--- config.mk ---
export PLATFORM = sky130hd
export DESIGN_NAME = pixel_tracker_top
export DESIGN_NICKNAME = d
export VERILOG_FILES = /design/src/rtl/video_pkg.sv /design/src/rtl/regs_pkg.sv /design/src/rtl/pixel_tracker_top.sv /design/src/rtl/wb_config_regs.sv /design/src/rtl/overlay_mux.sv /design/src/rtl/centroid.sv /design/src/rtl/seq_divider.sv /design/src/rtl/pixel_classifier.sv /design/src/rtl/video_timing.sv
export SDC_FILE = /design/constraint.sdc
export NUM_CORES = 1
export LEC_CHECK = 0
export BUFFER_PORTS_ARGS = -buffer_cell sky130_fd_sc_hd__buf_2
export CAP_MARGIN = 20
export CORE_ASPECT_RATIO = 2
export CORE_MARGIN = 1.5
export CORE_UTILIZATION = 45
export CTS_CLUSTER_DIAMETER = 100
export DETAILED_ROUTE_END_ITERATION = 10
export PLACE_DENSITY_LB_ADDON = 0.15
export RECOVER_POWER = 100
export SLEW_MARGIN = 15
export SYNTH_ARGS = -nofsm -noshare
export SYNTH_HDL_FRONTEND = slang
export SYNTH_SLANG_ARGS = --single-unit
--- constraint.sdc ---
create_clock -name clk_pixel -period 6.26 [get_ports clk_pixel]
set_input_delay 0.626 -clock clk_pixel [delete_from_list [all_inputs] [get_ports clk_pixel]]
set_output_delay 0.626 -clock clk_pixel [all_outputs]
set_load 0.005 [all_outputs]
--- src/rtl/video_pkg.sv ---
package video_pkg;

    // coordinate widths, sized for 1280x720 timing
    localparam int X_W = 11;
    localparam int Y_W = 10;

    typedef struct packed {
        logic [7:0] red;
        logic [7:0] green;
        logic [7:0] blue;
    } rgb_t;

    // one scan position with its timing flags
    typedef struct packed {
        logic [X_W-1:0] x;
        logic [Y_W-1:0] y;
        logic           hsync;
        logic           vsync;
        logic           active;
        logic           new_frame;
    } raster_t;

    typedef struct packed {
        raster_t raster;
        rgb_t    pixel;
    } video_out_t;

    typedef enum logic [1:0] {CAMERA_VIEW, MASK_VIEW, CROSSHAIR_VIEW} view_t;
    typedef enum logic [1:0] {RED_CH, GREEN_CH, BLUE_CH} channel_t;

    localparam rgb_t RGB_BLACK = '{red: 8'h00, green: 8'h00, blue: 8'h00};
    localparam rgb_t RGB_WHITE = '{red: 8'hFF, green: 8'hFF, blue: 8'hFF};

endpackage
--- src/rtl/regs_pkg.sv ---
package regs_pkg;

    import video_pkg::*;

    // wishbone classic, word addressed
    typedef struct packed {
        logic        cyc;
        logic        stb;
        logic        we;
        logic [1:0]  adr;
        logic [31:0] dat;
    } wb_req_t;

    typedef struct packed {
        logic        ack;
        logic [31:0] dat;
    } wb_rsp_t;

    localparam logic [1:0] REG_CTRL = 2'd0;
    localparam logic [1:0] REG_COM = 2'd1;
    localparam logic [1:0] REG_FRAMES = 2'd2;

    // field order matches the CTRL word, lower sits in bits 7:0
    typedef struct packed {
        view_t      view;
        channel_t   channel;
        logic [7:0] upper;
        logic [7:0] lower;
    } cfg_t;

    localparam cfg_t CFG_RESET = '{view: CAMERA_VIEW, channel: RED_CH, upper: 8'hFF, lower: 8'h80};

    typedef struct packed {
        logic [X_W-1:0] x;
        logic [Y_W-1:0] y;
        logic           valid;
    } com_t;

endpackage

--- src/rtl/pixel_tracker_top.sv ---
module pixel_tracker_top
    import video_pkg::*;
    import regs_pkg::*;
#(
    parameter  int H_ACTIVE = 1280,
    parameter  int H_FRONT = 110,
    parameter  int H_SYNC = 40,
    parameter  int H_TOTAL = 1650,
    parameter  int V_ACTIVE = 720,
    parameter  int V_FRONT = 5,
    parameter  int V_SYNC = 5,
    parameter  int V_TOTAL = 750,
    parameter  int FB_W = 320,
    parameter  int FB_H = 180,
    parameter  int SCALE_SHIFT = 2,
    parameter  int SUM_W = 32,
    localparam int FB_ADDR_W = $clog2(FB_W * FB_H)
) (
    input  logic                 clk_pixel,
    input  logic                 sys_rst_pixel,
    input  wb_req_t              wb_req,
    output wb_rsp_t              wb_rsp,
    output logic [FB_ADDR_W-1:0] fb_addr,
    output logic                 fb_addr_ok,
    input  rgb_t                 fb_pixel,
    output video_out_t           video
);

    raster_t raster;
    raster_t raster_cls;
    rgb_t    pixel_cls;
    logic    mask;
    cfg_t    cfg;
    com_t    com;
    logic    com_done;

    // stage 0
    video_timing #(
        .H_ACTIVE(H_ACTIVE), .H_FRONT(H_FRONT), .H_SYNC(H_SYNC), .H_TOTAL(H_TOTAL),
        .V_ACTIVE(V_ACTIVE), .V_FRONT(V_FRONT), .V_SYNC(V_SYNC), .V_TOTAL(V_TOTAL)
    ) u_timing (
        .clk_pixel(clk_pixel), .sys_rst_pixel(sys_rst_pixel), .raster(raster)
    );

    // stages 1 to 3, external memory sits between 1 and 2
    pixel_classifier #(.FB_W(FB_W), .FB_H(FB_H), .SCALE_SHIFT(SCALE_SHIFT)) u_classifier (
        .clk_pixel(clk_pixel), .sys_rst_pixel(sys_rst_pixel), .raster(raster), .cfg(cfg),
        .fb_addr(fb_addr), .fb_addr_ok(fb_addr_ok), .fb_pixel(fb_pixel),
        .raster_cls(raster_cls), .pixel_cls(pixel_cls), .mask(mask)
    );

    centroid #(.SUM_W(SUM_W)) u_centroid (
        .clk_pixel(clk_pixel), .sys_rst_pixel(sys_rst_pixel), .raster_cls(raster_cls),
        .mask(mask), .com(com), .com_done(com_done)
    );

    // stage 4
    overlay_mux u_overlay (
        .clk_pixel(clk_pixel), .sys_rst_pixel(sys_rst_pixel), .raster_cls(raster_cls),
        .pixel_cls(pixel_cls), .mask(mask), .com(com), .view(cfg.view), .video(video)
    );

    wb_config_regs u_regs (
        .clk_pixel(clk_pixel), .sys_rst_pixel(sys_rst_pixel), .wb_req(wb_req),
        .wb_rsp(wb_rsp), .com(com), .com_done(com_done), .cfg(cfg)
    );

endmodule

--- src/rtl/wb_config_regs.sv ---
module wb_config_regs
    import video_pkg::*;
    import regs_pkg::*;
(
    input  logic    clk_pixel,
    input  logic    sys_rst_pixel,
    input  wb_req_t wb_req,
    output wb_rsp_t wb_rsp,
    input  com_t    com,
    input  logic    com_done,
    output cfg_t    cfg
);

    logic        ack;
    logic [31:0] rd_dat;
    logic [31:0] rd_next;
    logic [31:0] com_word;
    logic [15:0] frames;
    logic        hit;

    // new request only, a held one already got its ack
    assign hit = wb_req.cyc && wb_req.stb && !ack;

    always_comb begin
        com_word = '0;
        com_word[X_W-1:0] = com.x;
        com_word[16 +: Y_W] = com.y;
        com_word[31] = com.valid;
    end

    always_comb begin
        case (wb_req.adr)
            REG_CTRL:   rd_next = 32'(cfg);
            REG_COM:    rd_next = com_word;
            REG_FRAMES: rd_next = {16'h0000, frames};
            default:    rd_next = '0;
        endcase
    end

    always_ff @(posedge clk_pixel) begin
        if (sys_rst_pixel) begin
            ack    <= 1'b0;
            cfg    <= CFG_RESET;
            frames <= '0;
        end else begin
            ack <= hit;
            // only CTRL is writable, the rest take the ack and drop the data
            if (hit && wb_req.we && (wb_req.adr == REG_CTRL)) begin
                cfg <= cfg_t'(wb_req.dat[$bits(cfg_t)-1:0]);
            end
            if (com_done) begin
                frames <= frames + 1'b1;
            end
        end
    end

    always_ff @(posedge clk_pixel) begin
        if (hit) begin
            rd_dat <= rd_next;
        end
    end

    assign wb_rsp = '{ack: ack, dat: rd_dat};

    single_cycle_ack: assert property (
        @(posedge clk_pixel) disable iff (sys_rst_pixel) ack |=> !ack
    );

endmodule

--- src/rtl/overlay_mux.sv ---
module overlay_mux
    import video_pkg::*;
    import regs_pkg::*;
(
    input  logic       clk_pixel,
    input  logic       sys_rst_pixel,
    input  raster_t    raster_cls,
    input  rgb_t       pixel_cls,
    input  logic       mask,
    input  com_t       com,
    input  view_t      view,
    output video_out_t video
);

    logic on_cross;
    rgb_t pixel_next;

    // crosshair lines through the last centre of mass
    assign on_cross = com.valid && ((raster_cls.x == com.x) || (raster_cls.y == com.y));

    always_comb begin
        case (view)
            MASK_VIEW:      pixel_next = mask ? RGB_WHITE : RGB_BLACK;
            CROSSHAIR_VIEW: pixel_next = on_cross ? RGB_WHITE : pixel_cls;
            default:        pixel_next = pixel_cls;
        endcase
        // blanking
        if (!raster_cls.active) begin
            pixel_next = RGB_BLACK;
        end
    end

    always_ff @(posedge clk_pixel) begin
        if (sys_rst_pixel) begin
            video.raster <= '0;
        end else begin
            video.raster <= raster_cls;
        end
    end

    always_ff @(posedge clk_pixel) begin
        video.pixel <= pixel_next;
    end

endmodule

--- src/rtl/centroid.sv ---
module centroid
    import video_pkg::*;
    import regs_pkg::*;
#(
    parameter int SUM_W = 32
) (
    input  logic    clk_pixel,
    input  logic    sys_rst_pixel,
    input  raster_t raster_cls,
    input  logic    mask,
    output com_t    com,
    output logic    com_done
);

    logic [SUM_W-1:0] sum_x;
    logic [SUM_W-1:0] sum_y;
    logic [SUM_W-1:0] hits;
    logic [SUM_W-1:0] quo_x;
    logic [SUM_W-1:0] quo_y;
    logic             done_x;
    logic             done_y;
    logic             start;

    // sums still hold the frame just ended when new_frame shows up
    assign start = raster_cls.new_frame && (hits != '0);

    always_ff @(posedge clk_pixel) begin
        if (sys_rst_pixel) begin
            sum_x <= '0;
            sum_y <= '0;
            hits  <= '0;
        end else if (raster_cls.new_frame) begin
            // first pixel of the frame opens the new sums
            sum_x <= mask ? SUM_W'(raster_cls.x) : '0;
            sum_y <= mask ? SUM_W'(raster_cls.y) : '0;
            hits  <= SUM_W'(mask);
        end else if (mask) begin
            sum_x <= sum_x + SUM_W'(raster_cls.x);
            sum_y <= sum_y + SUM_W'(raster_cls.y);
            hits  <= hits + 1'b1;
        end
    end

    seq_divider #(.SUM_W(SUM_W)) div_x (
        .clk_pixel    (clk_pixel),
        .sys_rst_pixel(sys_rst_pixel),
        .start        (start),
        .dividend     (sum_x),
        .divisor      (hits),
        .quotient     (quo_x),
        .done         (done_x)
    );

    seq_divider #(.SUM_W(SUM_W)) div_y (
        .clk_pixel    (clk_pixel),
        .sys_rst_pixel(sys_rst_pixel),
        .start        (start),
        .dividend     (sum_y),
        .divisor      (hits),
        .quotient     (quo_y),
        .done         (done_y)
    );

    // result held until the next frame with hits
    always_ff @(posedge clk_pixel) begin
        if (sys_rst_pixel) begin
            com      <= '0;
            com_done <= 1'b0;
        end else begin
            com_done <= done_x && done_y;
            if (done_x && done_y) begin
                com <= '{x: quo_x[X_W-1:0], y: quo_y[Y_W-1:0], valid: 1'b1};
            end
        end
    end

endmodule

--- src/rtl/seq_divider.sv ---
module seq_divider #(
    parameter int SUM_W = 32
) (
    input  logic             clk_pixel,
    input  logic             sys_rst_pixel,
    input  logic             start,
    input  logic [SUM_W-1:0] dividend,
    input  logic [SUM_W-1:0] divisor,
    output logic [SUM_W-1:0] quotient,
    output logic             done
);

    localparam int CNT_W = $clog2(SUM_W + 1);

    logic             busy;
    logic [CNT_W-1:0] steps;
    logic [SUM_W-1:0] rem;
    logic [SUM_W-1:0] div_q;
    logic [SUM_W:0]   shifted;
    logic [SUM_W:0]   trial;

    // bring in the next dividend bit, then try the subtraction
    assign shifted = {rem, quotient[SUM_W-1]};
    assign trial = shifted - {1'b0, div_q};

    always_ff @(posedge clk_pixel) begin
        if (sys_rst_pixel) begin
            busy  <= 1'b0;
            done  <= 1'b0;
            steps <= '0;
        end else begin
            done <= 1'b0;
            if (start) begin
                busy  <= 1'b1;
                steps <= CNT_W'(SUM_W);
            end else if (busy) begin
                steps <= steps - 1'b1;
                // last quotient bit lands here
                if (steps == CNT_W'(1)) begin
                    busy <= 1'b0;
                    done <= 1'b1;
                end
            end
        end
    end

    // datapath, quotient register doubles as the dividend shifter
    always_ff @(posedge clk_pixel) begin
        if (start) begin
            quotient <= dividend;
            div_q    <= divisor;
            rem      <= '0;
        end else if (busy) begin
            if (!trial[SUM_W]) begin
                rem      <= trial[SUM_W-1:0];
                quotient <= {quotient[SUM_W-2:0], 1'b1};
            end else begin
                rem      <= shifted[SUM_W-1:0];
                quotient <= {quotient[SUM_W-2:0], 1'b0};
            end
        end
    end

    no_start_while_busy: assert property (
        @(posedge clk_pixel) disable iff (sys_rst_pixel) start |-> !busy
    );

endmodule

--- src/rtl/pixel_classifier.sv ---
module pixel_classifier
    import video_pkg::*;
    import regs_pkg::*;
#(
    parameter  int FB_W = 320,
    parameter  int FB_H = 180,
    parameter  int SCALE_SHIFT = 2,
    localparam int ADDR_W = $clog2(FB_W * FB_H)
) (
    input  logic              clk_pixel,
    input  logic              sys_rst_pixel,
    input  raster_t           raster,
    input  cfg_t              cfg,
    output logic [ADDR_W-1:0] fb_addr,
    output logic              fb_addr_ok,
    input  rgb_t              fb_pixel,
    output raster_t           raster_cls,
    output rgb_t              pixel_cls,
    output logic              mask
);

    // display area covered by the scaled frame buffer
    localparam logic [X_W-1:0] X_LIMIT = X_W'(FB_W << SCALE_SHIFT);
    localparam logic [Y_W-1:0] Y_LIMIT = Y_W'(FB_H << SCALE_SHIFT);
    localparam logic [ADDR_W-1:0] COL_LAST = ADDR_W'(FB_W - 1);
    localparam logic [ADDR_W-1:0] ROW_PITCH = ADDR_W'(FB_W);

    raster_t           raster_s1;
    raster_t           raster_s2;
    logic              ok_s2;
    logic [ADDR_W-1:0] col;
    logic [ADDR_W-1:0] row;
    logic [7:0]        level;

    // mirrored column, plain row
    assign col = COL_LAST - ADDR_W'(raster.x >> SCALE_SHIFT);
    assign row = ADDR_W'(raster.y >> SCALE_SHIFT);

    // channel under test, taken from the returned pixel
    always_comb begin
        case (cfg.channel)
            RED_CH:   level = fb_pixel.red;
            GREEN_CH: level = fb_pixel.green;
            default:  level = fb_pixel.blue;
        endcase
    end

    always_ff @(posedge clk_pixel) begin
        if (sys_rst_pixel) begin
            fb_addr_ok <= 1'b0;
            raster_s1  <= '0;
            raster_s2  <= '0;
            ok_s2      <= 1'b0;
            raster_cls <= '0;
            mask       <= 1'b0;
        end else begin
            // stage 1, address goes out
            fb_addr_ok <= (raster.x < X_LIMIT) && (raster.y < Y_LIMIT);
            raster_s1  <= raster;
            // stage 2, memory answers for raster_s2
            raster_s2  <= raster_s1;
            ok_s2      <= fb_addr_ok;
            // stage 3, classify
            raster_cls <= raster_s2;
            mask       <= ok_s2 && raster_s2.active
                          && (level >= cfg.lower) && (level <= cfg.upper);
        end
    end

    always_ff @(posedge clk_pixel) begin
        fb_addr   <= col + ROW_PITCH * row;
        // outside the fetch window the memory word is meaningless
        pixel_cls <= ok_s2 ? fb_pixel : RGB_BLACK;
    end

endmodule

--- src/rtl/video_timing.sv ---
module video_timing
    import video_pkg::*;
#(
    parameter int H_ACTIVE = 1280,
    parameter int H_FRONT = 110,
    parameter int H_SYNC = 40,
    parameter int H_TOTAL = 1650,
    parameter int V_ACTIVE = 720,
    parameter int V_FRONT = 5,
    parameter int V_SYNC = 5,
    parameter int V_TOTAL = 750
) (
    input  logic    clk_pixel,
    input  logic    sys_rst_pixel,
    output raster_t raster
);

    localparam logic [X_W-1:0] H_LAST = X_W'(H_TOTAL - 1);
    localparam logic [Y_W-1:0] V_LAST = Y_W'(V_TOTAL - 1);
    localparam logic [X_W-1:0] H_ACT = X_W'(H_ACTIVE);
    localparam logic [Y_W-1:0] V_ACT = Y_W'(V_ACTIVE);
    // sync windows start after the front porch
    localparam logic [X_W-1:0] HS_START = X_W'(H_ACTIVE + H_FRONT);
    localparam logic [X_W-1:0] HS_END = X_W'(H_ACTIVE + H_FRONT + H_SYNC);
    localparam logic [Y_W-1:0] VS_START = Y_W'(V_ACTIVE + V_FRONT);
    localparam logic [Y_W-1:0] VS_END = Y_W'(V_ACTIVE + V_FRONT + V_SYNC);

    logic [X_W-1:0] x_next;
    logic [Y_W-1:0] y_next;

    // next scan position, wraps at the totals
    always_comb begin
        x_next = raster.x + 1'b1;
        y_next = raster.y;
        if (raster.x == H_LAST) begin
            x_next = '0;
            y_next = (raster.y == V_LAST) ? '0 : raster.y + 1'b1;
        end
    end

    always_ff @(posedge clk_pixel) begin
        if (sys_rst_pixel) begin
            // park on the last position so the first output is 0,0 with new_frame
            raster <= '{x: H_LAST, y: V_LAST, default: 1'b0};
        end else begin
            raster.x         <= x_next;
            raster.y         <= y_next;
            raster.active    <= (x_next < H_ACT) && (y_next < V_ACT);
            raster.hsync     <= (x_next >= HS_START) && (x_next < HS_END);
            raster.vsync     <= (y_next >= VS_START) && (y_next < VS_END);
            raster.new_frame <= (x_next == '0) && (y_next == '0);
        end
    end

    x_in_range: assert property (
        @(posedge clk_pixel) disable iff (sys_rst_pixel) raster.x < X_W'(H_TOTAL)
    );

endmodule

==> impl_metrics.py <==
metrics = {
    "run_status": {
        "status": "finished, violations left",
        "violations": "max-capacitance violations, max-slew violations",
    },
    "final_layout": {
        "drive_gt1_share_pct": 6.57,
        "final_common_cell": "nand2_1",
        "areaGrowthSynthToFinish_pct": 11.0,
        "antennaDiodeCount": 0,
        "layout_common_cells": "nand2_1 (457), dfxtp_1 (426), nor2_1 (270)",
        "nets": 3208,
    },
    "timing": {
        "setup_ws_ns": 1.55,
        "clock_skew_ns": 0.0224,
        "hold_violations": 0,
        "period_share_pct": 75.2,
        "tightestPinTransition_ns": 3.49,
        "slew_violations": 223,
        "fmax_mhz": 212,
        "rsz0062_at_grt": "no",
        "hold_ws_ns": 0.249,
        "relSlewSlack_pct": -133,
        "period_needed_ns": 4.71,
        "timing.setup.tns_ns": 0,
        "setup_viol": 0,
    },
    "place": {
        "hpwlAfterDp_um": 49700,
        "dp_worst_setup_slack_ns": 2.33,
        "numPortBuffers": 144,
        "place.gp.congestion": 0.932,
    },
    "min_path": {
        "hp-class": "input pin to flip-flop",
        "holdPathStages": 2,
    },
    "clock_network": {
        "cts.path.max_buffers": 3,
        "clock_sinks": 551,
        "cts_setup_buffers": 0,
        "post_cts_resize_count": 0,
        "cts_made_buffers": 50,
        "clk_latency_ns": 0.61,
        "path_clk_slew_ns": 0.07,
        "cts_tree": "done",
        "htree_levels": 2,
        "cts_hold_buffers": 0,
        "cts_root_buffer": "clkbuf_16",
    },
    "pwr": {
        "p_switching_w": 0.00309,
        "switching_share_pct": 31.3,
        "total_power_w": 0.00988,
        "vdd_ir_drop_max_v": 0.000710,
        "powerDensity_nw_per_um2": 338,
        "p_seq_share_pct": 41.3,
        "pwr-share-clk_pct": 32.5,
        "p_comb_share_pct": 26.2,
        "power.internal_w": 0.00679,
        "leakage_nw": 11.2,
    },
    "floorplan": {
        "num_rows": 125,
        "die_x_um": 174,
        "die_h_um": 345,
        "boundaryPins": 162,
        "start_util_pct": 45.4,
        "coreArea_sq_um": 58000,
        "dieArea_sq_um": 60100,
    },
    "logic_synthesis": {
        "synth-async-reset-ratio_pct": 0,
        "synth_xor_area_share_pct": 6.45,
        "synth_ff_type": "dfxtp_1",
        "synthAdderAreaFrac_pct": 7.05,
        "syn_area_sq_um": 26300,
        "synth.distinct_cells": 75,
        "synth_warnings": 0,
        "yosysTopAreaCell": "dfxtp_1",
        "yosysTopAreaCellShare_pct": 32.5,
        "avgSynthCellArea_sq_um": 9.02,
        "synth_edf_count": 123,
        "synth_area_leaders": "dfxtp_1 (33%), edfxtp_1 (14%), ha_1 (6.6%)",
        "synth.yosys.seq_area_share_pct": 46.6,
        "synth-compound-area-share_pct": 13.4,
        "synth_top_family_by_area": "simple AND/OR/NAND/NOR gates",
        "synth_mux_area_share_pct": 2.38,
        "synth_simple_gate_area_share_pct": 20.3,
        "ys_ff_latch": 551,
        "netlist_instances": 2920,
    },
    "route": {
        "routed_via_density": 5.44,
        "firstDrtPassIters": 4,
        "met3_length_um": 2610,
        "drtIter0Drc": 856,
        "wirelength_um": 67800,
        "met2_length_um": 38000,
        "post-route-drc-count": 0,
        "vias": 20712,
        "wl_per_cell_um": 17.8,
        "top_layer": "met4",
        "postRouteAntennaNets": 0,
        "drt-met1-wl_um": 24400,
    },
    "setup_path": {
        "worstSetupEndpoint": "u_centroid.div_x.quotient[11]$_DFFE_PP_",
        "crit_path_start_kind": "flip-flop",
        "critical_path_class": "flip-flop to flip-flop",
        "cp_data_required_time_ns": 6.49,
        "r2r-end": "u_centroid.div_x.quotient[11]$_DFFE_PP_",
        "cp-startpoint": "u_classifier.raster_cls[0]$_SDFF_PP0_",
        "reg2reg_slack_ns": 1.55,
        "reg2reg_depth": 5,
        "worstPathArrival_ns": 4.94,
        "critPathCaptureType": "flip-flop",
        "regToRegStartpoint": "u_classifier.raster_cls[0]$_SDFF_PP0_",
        "path_max_fanout": 66,
    },
    "global_route": {
        "grt_pass1_vias": 21363,
        "grt_pass1_wl_um": 110000,
        "grt_max_degree": 82,
        "grtUsageTotal_pct": 22.6,
        "globalRouteOverflowTotal": 0,
        "antenna_found_initial": 0,
    },
    "job": {
        "max-cap-violations": 4,
    },
}
-- registers in the layout, summed over array words and instances (netlist names), 27 cells and up --
| signal | cells |
|---|---|
| u_centroid.div_y.rem | 32 |
| u_centroid.sum_x | 32 |
| u_overlay.video | 49 |
| u_centroid.div_x.quotient | 32 |
| u_centroid.hits | 32 |
| u_centroid.div_y.quotient | 32 |
| u_centroid.div_x.div_q | 32 |
| u_regs.rd_dat | 27 |
| u_centroid.div_x.rem | 32 |
| u_centroid.sum_y | 32 |
-- power groups by stage --
stage	Clock [W]	Sequential (W)	Combinational, W
after floorplan	0	0.00407	0.00205
after global placement	0	0.00415	0.00255
after detailed placement	0	0.00415	0.00260
after CTS	0.00330	0.00407	0.00263
after global routing	0.00344	0.00410	0.00293
final	0.00321	0.00408	0.00259
-- area by class of cell --
class	count	area [sq um]
clock buffer	69	1440
clock inverter	24	279
fill	5557	28800
inverter	111	419
multi-input combinational	2119	13100
sequential	551	12300
tap	762	953
timing repair buffer	168	800
-- Yosys cell counts, types with 45 or more instances --
cell type and number:
a21oi_1 166, nand2_1 457, nand3_1 64, inv_1 111, xnor2_1 128, ha_1 138, and2_1 45, edfxtp_1 123
xor2_1 66, nor2b_1 103, mux2i_1 58, o21ai_0 138, dfxtp_1 428, clkbuf_1 108, nor2_1 272
-- layer usage --
layer | track usage [%] | vias up
met5 | 0 | -
met4 | 9.94 | 0
met3 | 3.32 | 149
met2 | 45.3 | 437
met1 | 22.5 | 9896
li1 | - | 10230
-- through the flow --
stage	utilization [%]	cells	cell area (sq um)
2_1_floorplan	-	2924	26300
3_3_place_gp	47.6	3709	27600
3_5_place_dp	47.6	3710	27600
4_1_cts	50.6	3803	29400
5_1_grt	50.3	3804	29200
6_report	50.3	3804	29200
-- cell families (layout without fill, tap and decap cells) --
group,Yosys count,count (layout)
mux,62,62
buf+inv,254,372
simple gates,1152,1152
fa+ha+maj,145,145
other cells,1,5
xor+xnor,194,194
flops,551,551
compound gates,561,561
-- critical path, stage by stage (launching register included) --
cell and delay (ns):
dfxtp_1 0.31, clkbuf_1 1.35, o21ai_0 0.52, clkbuf_2 1.01, nand2b_1 0.39, clkbuf_2 0.71
-- worst min-delay path by stage --
stage	endpoint	from
3_3_place_gp	u_classifier.raster_s2[12]$_SDFF_PP0_	u_classifier.raster_s1[12]$_SDFF_PP0_
4_1_cts	u_classifier.pixel_cls[13]$_SDFF_PN0_	fb_pixel[13]
2_1_floorplan	u_centroid.div_x.div_q[23]$_DFFE_PP_	u_centroid.hits[23]$_SDFFE_PP0P_
3_5_place_dp	u_classifier.raster_cls[13]$_SDFF_PP0_	u_classifier.raster_s2[13]$_SDFF_PP0_
6_report	u_classifier.pixel_cls[16]$_SDFF_PN0_	fb_pixel[16]
5_1_grt	u_classifier.pixel_cls[21]$_SDFF_PN0_	fb_pixel[21]
Note: power is estimated with default switching activity, not from simulation.
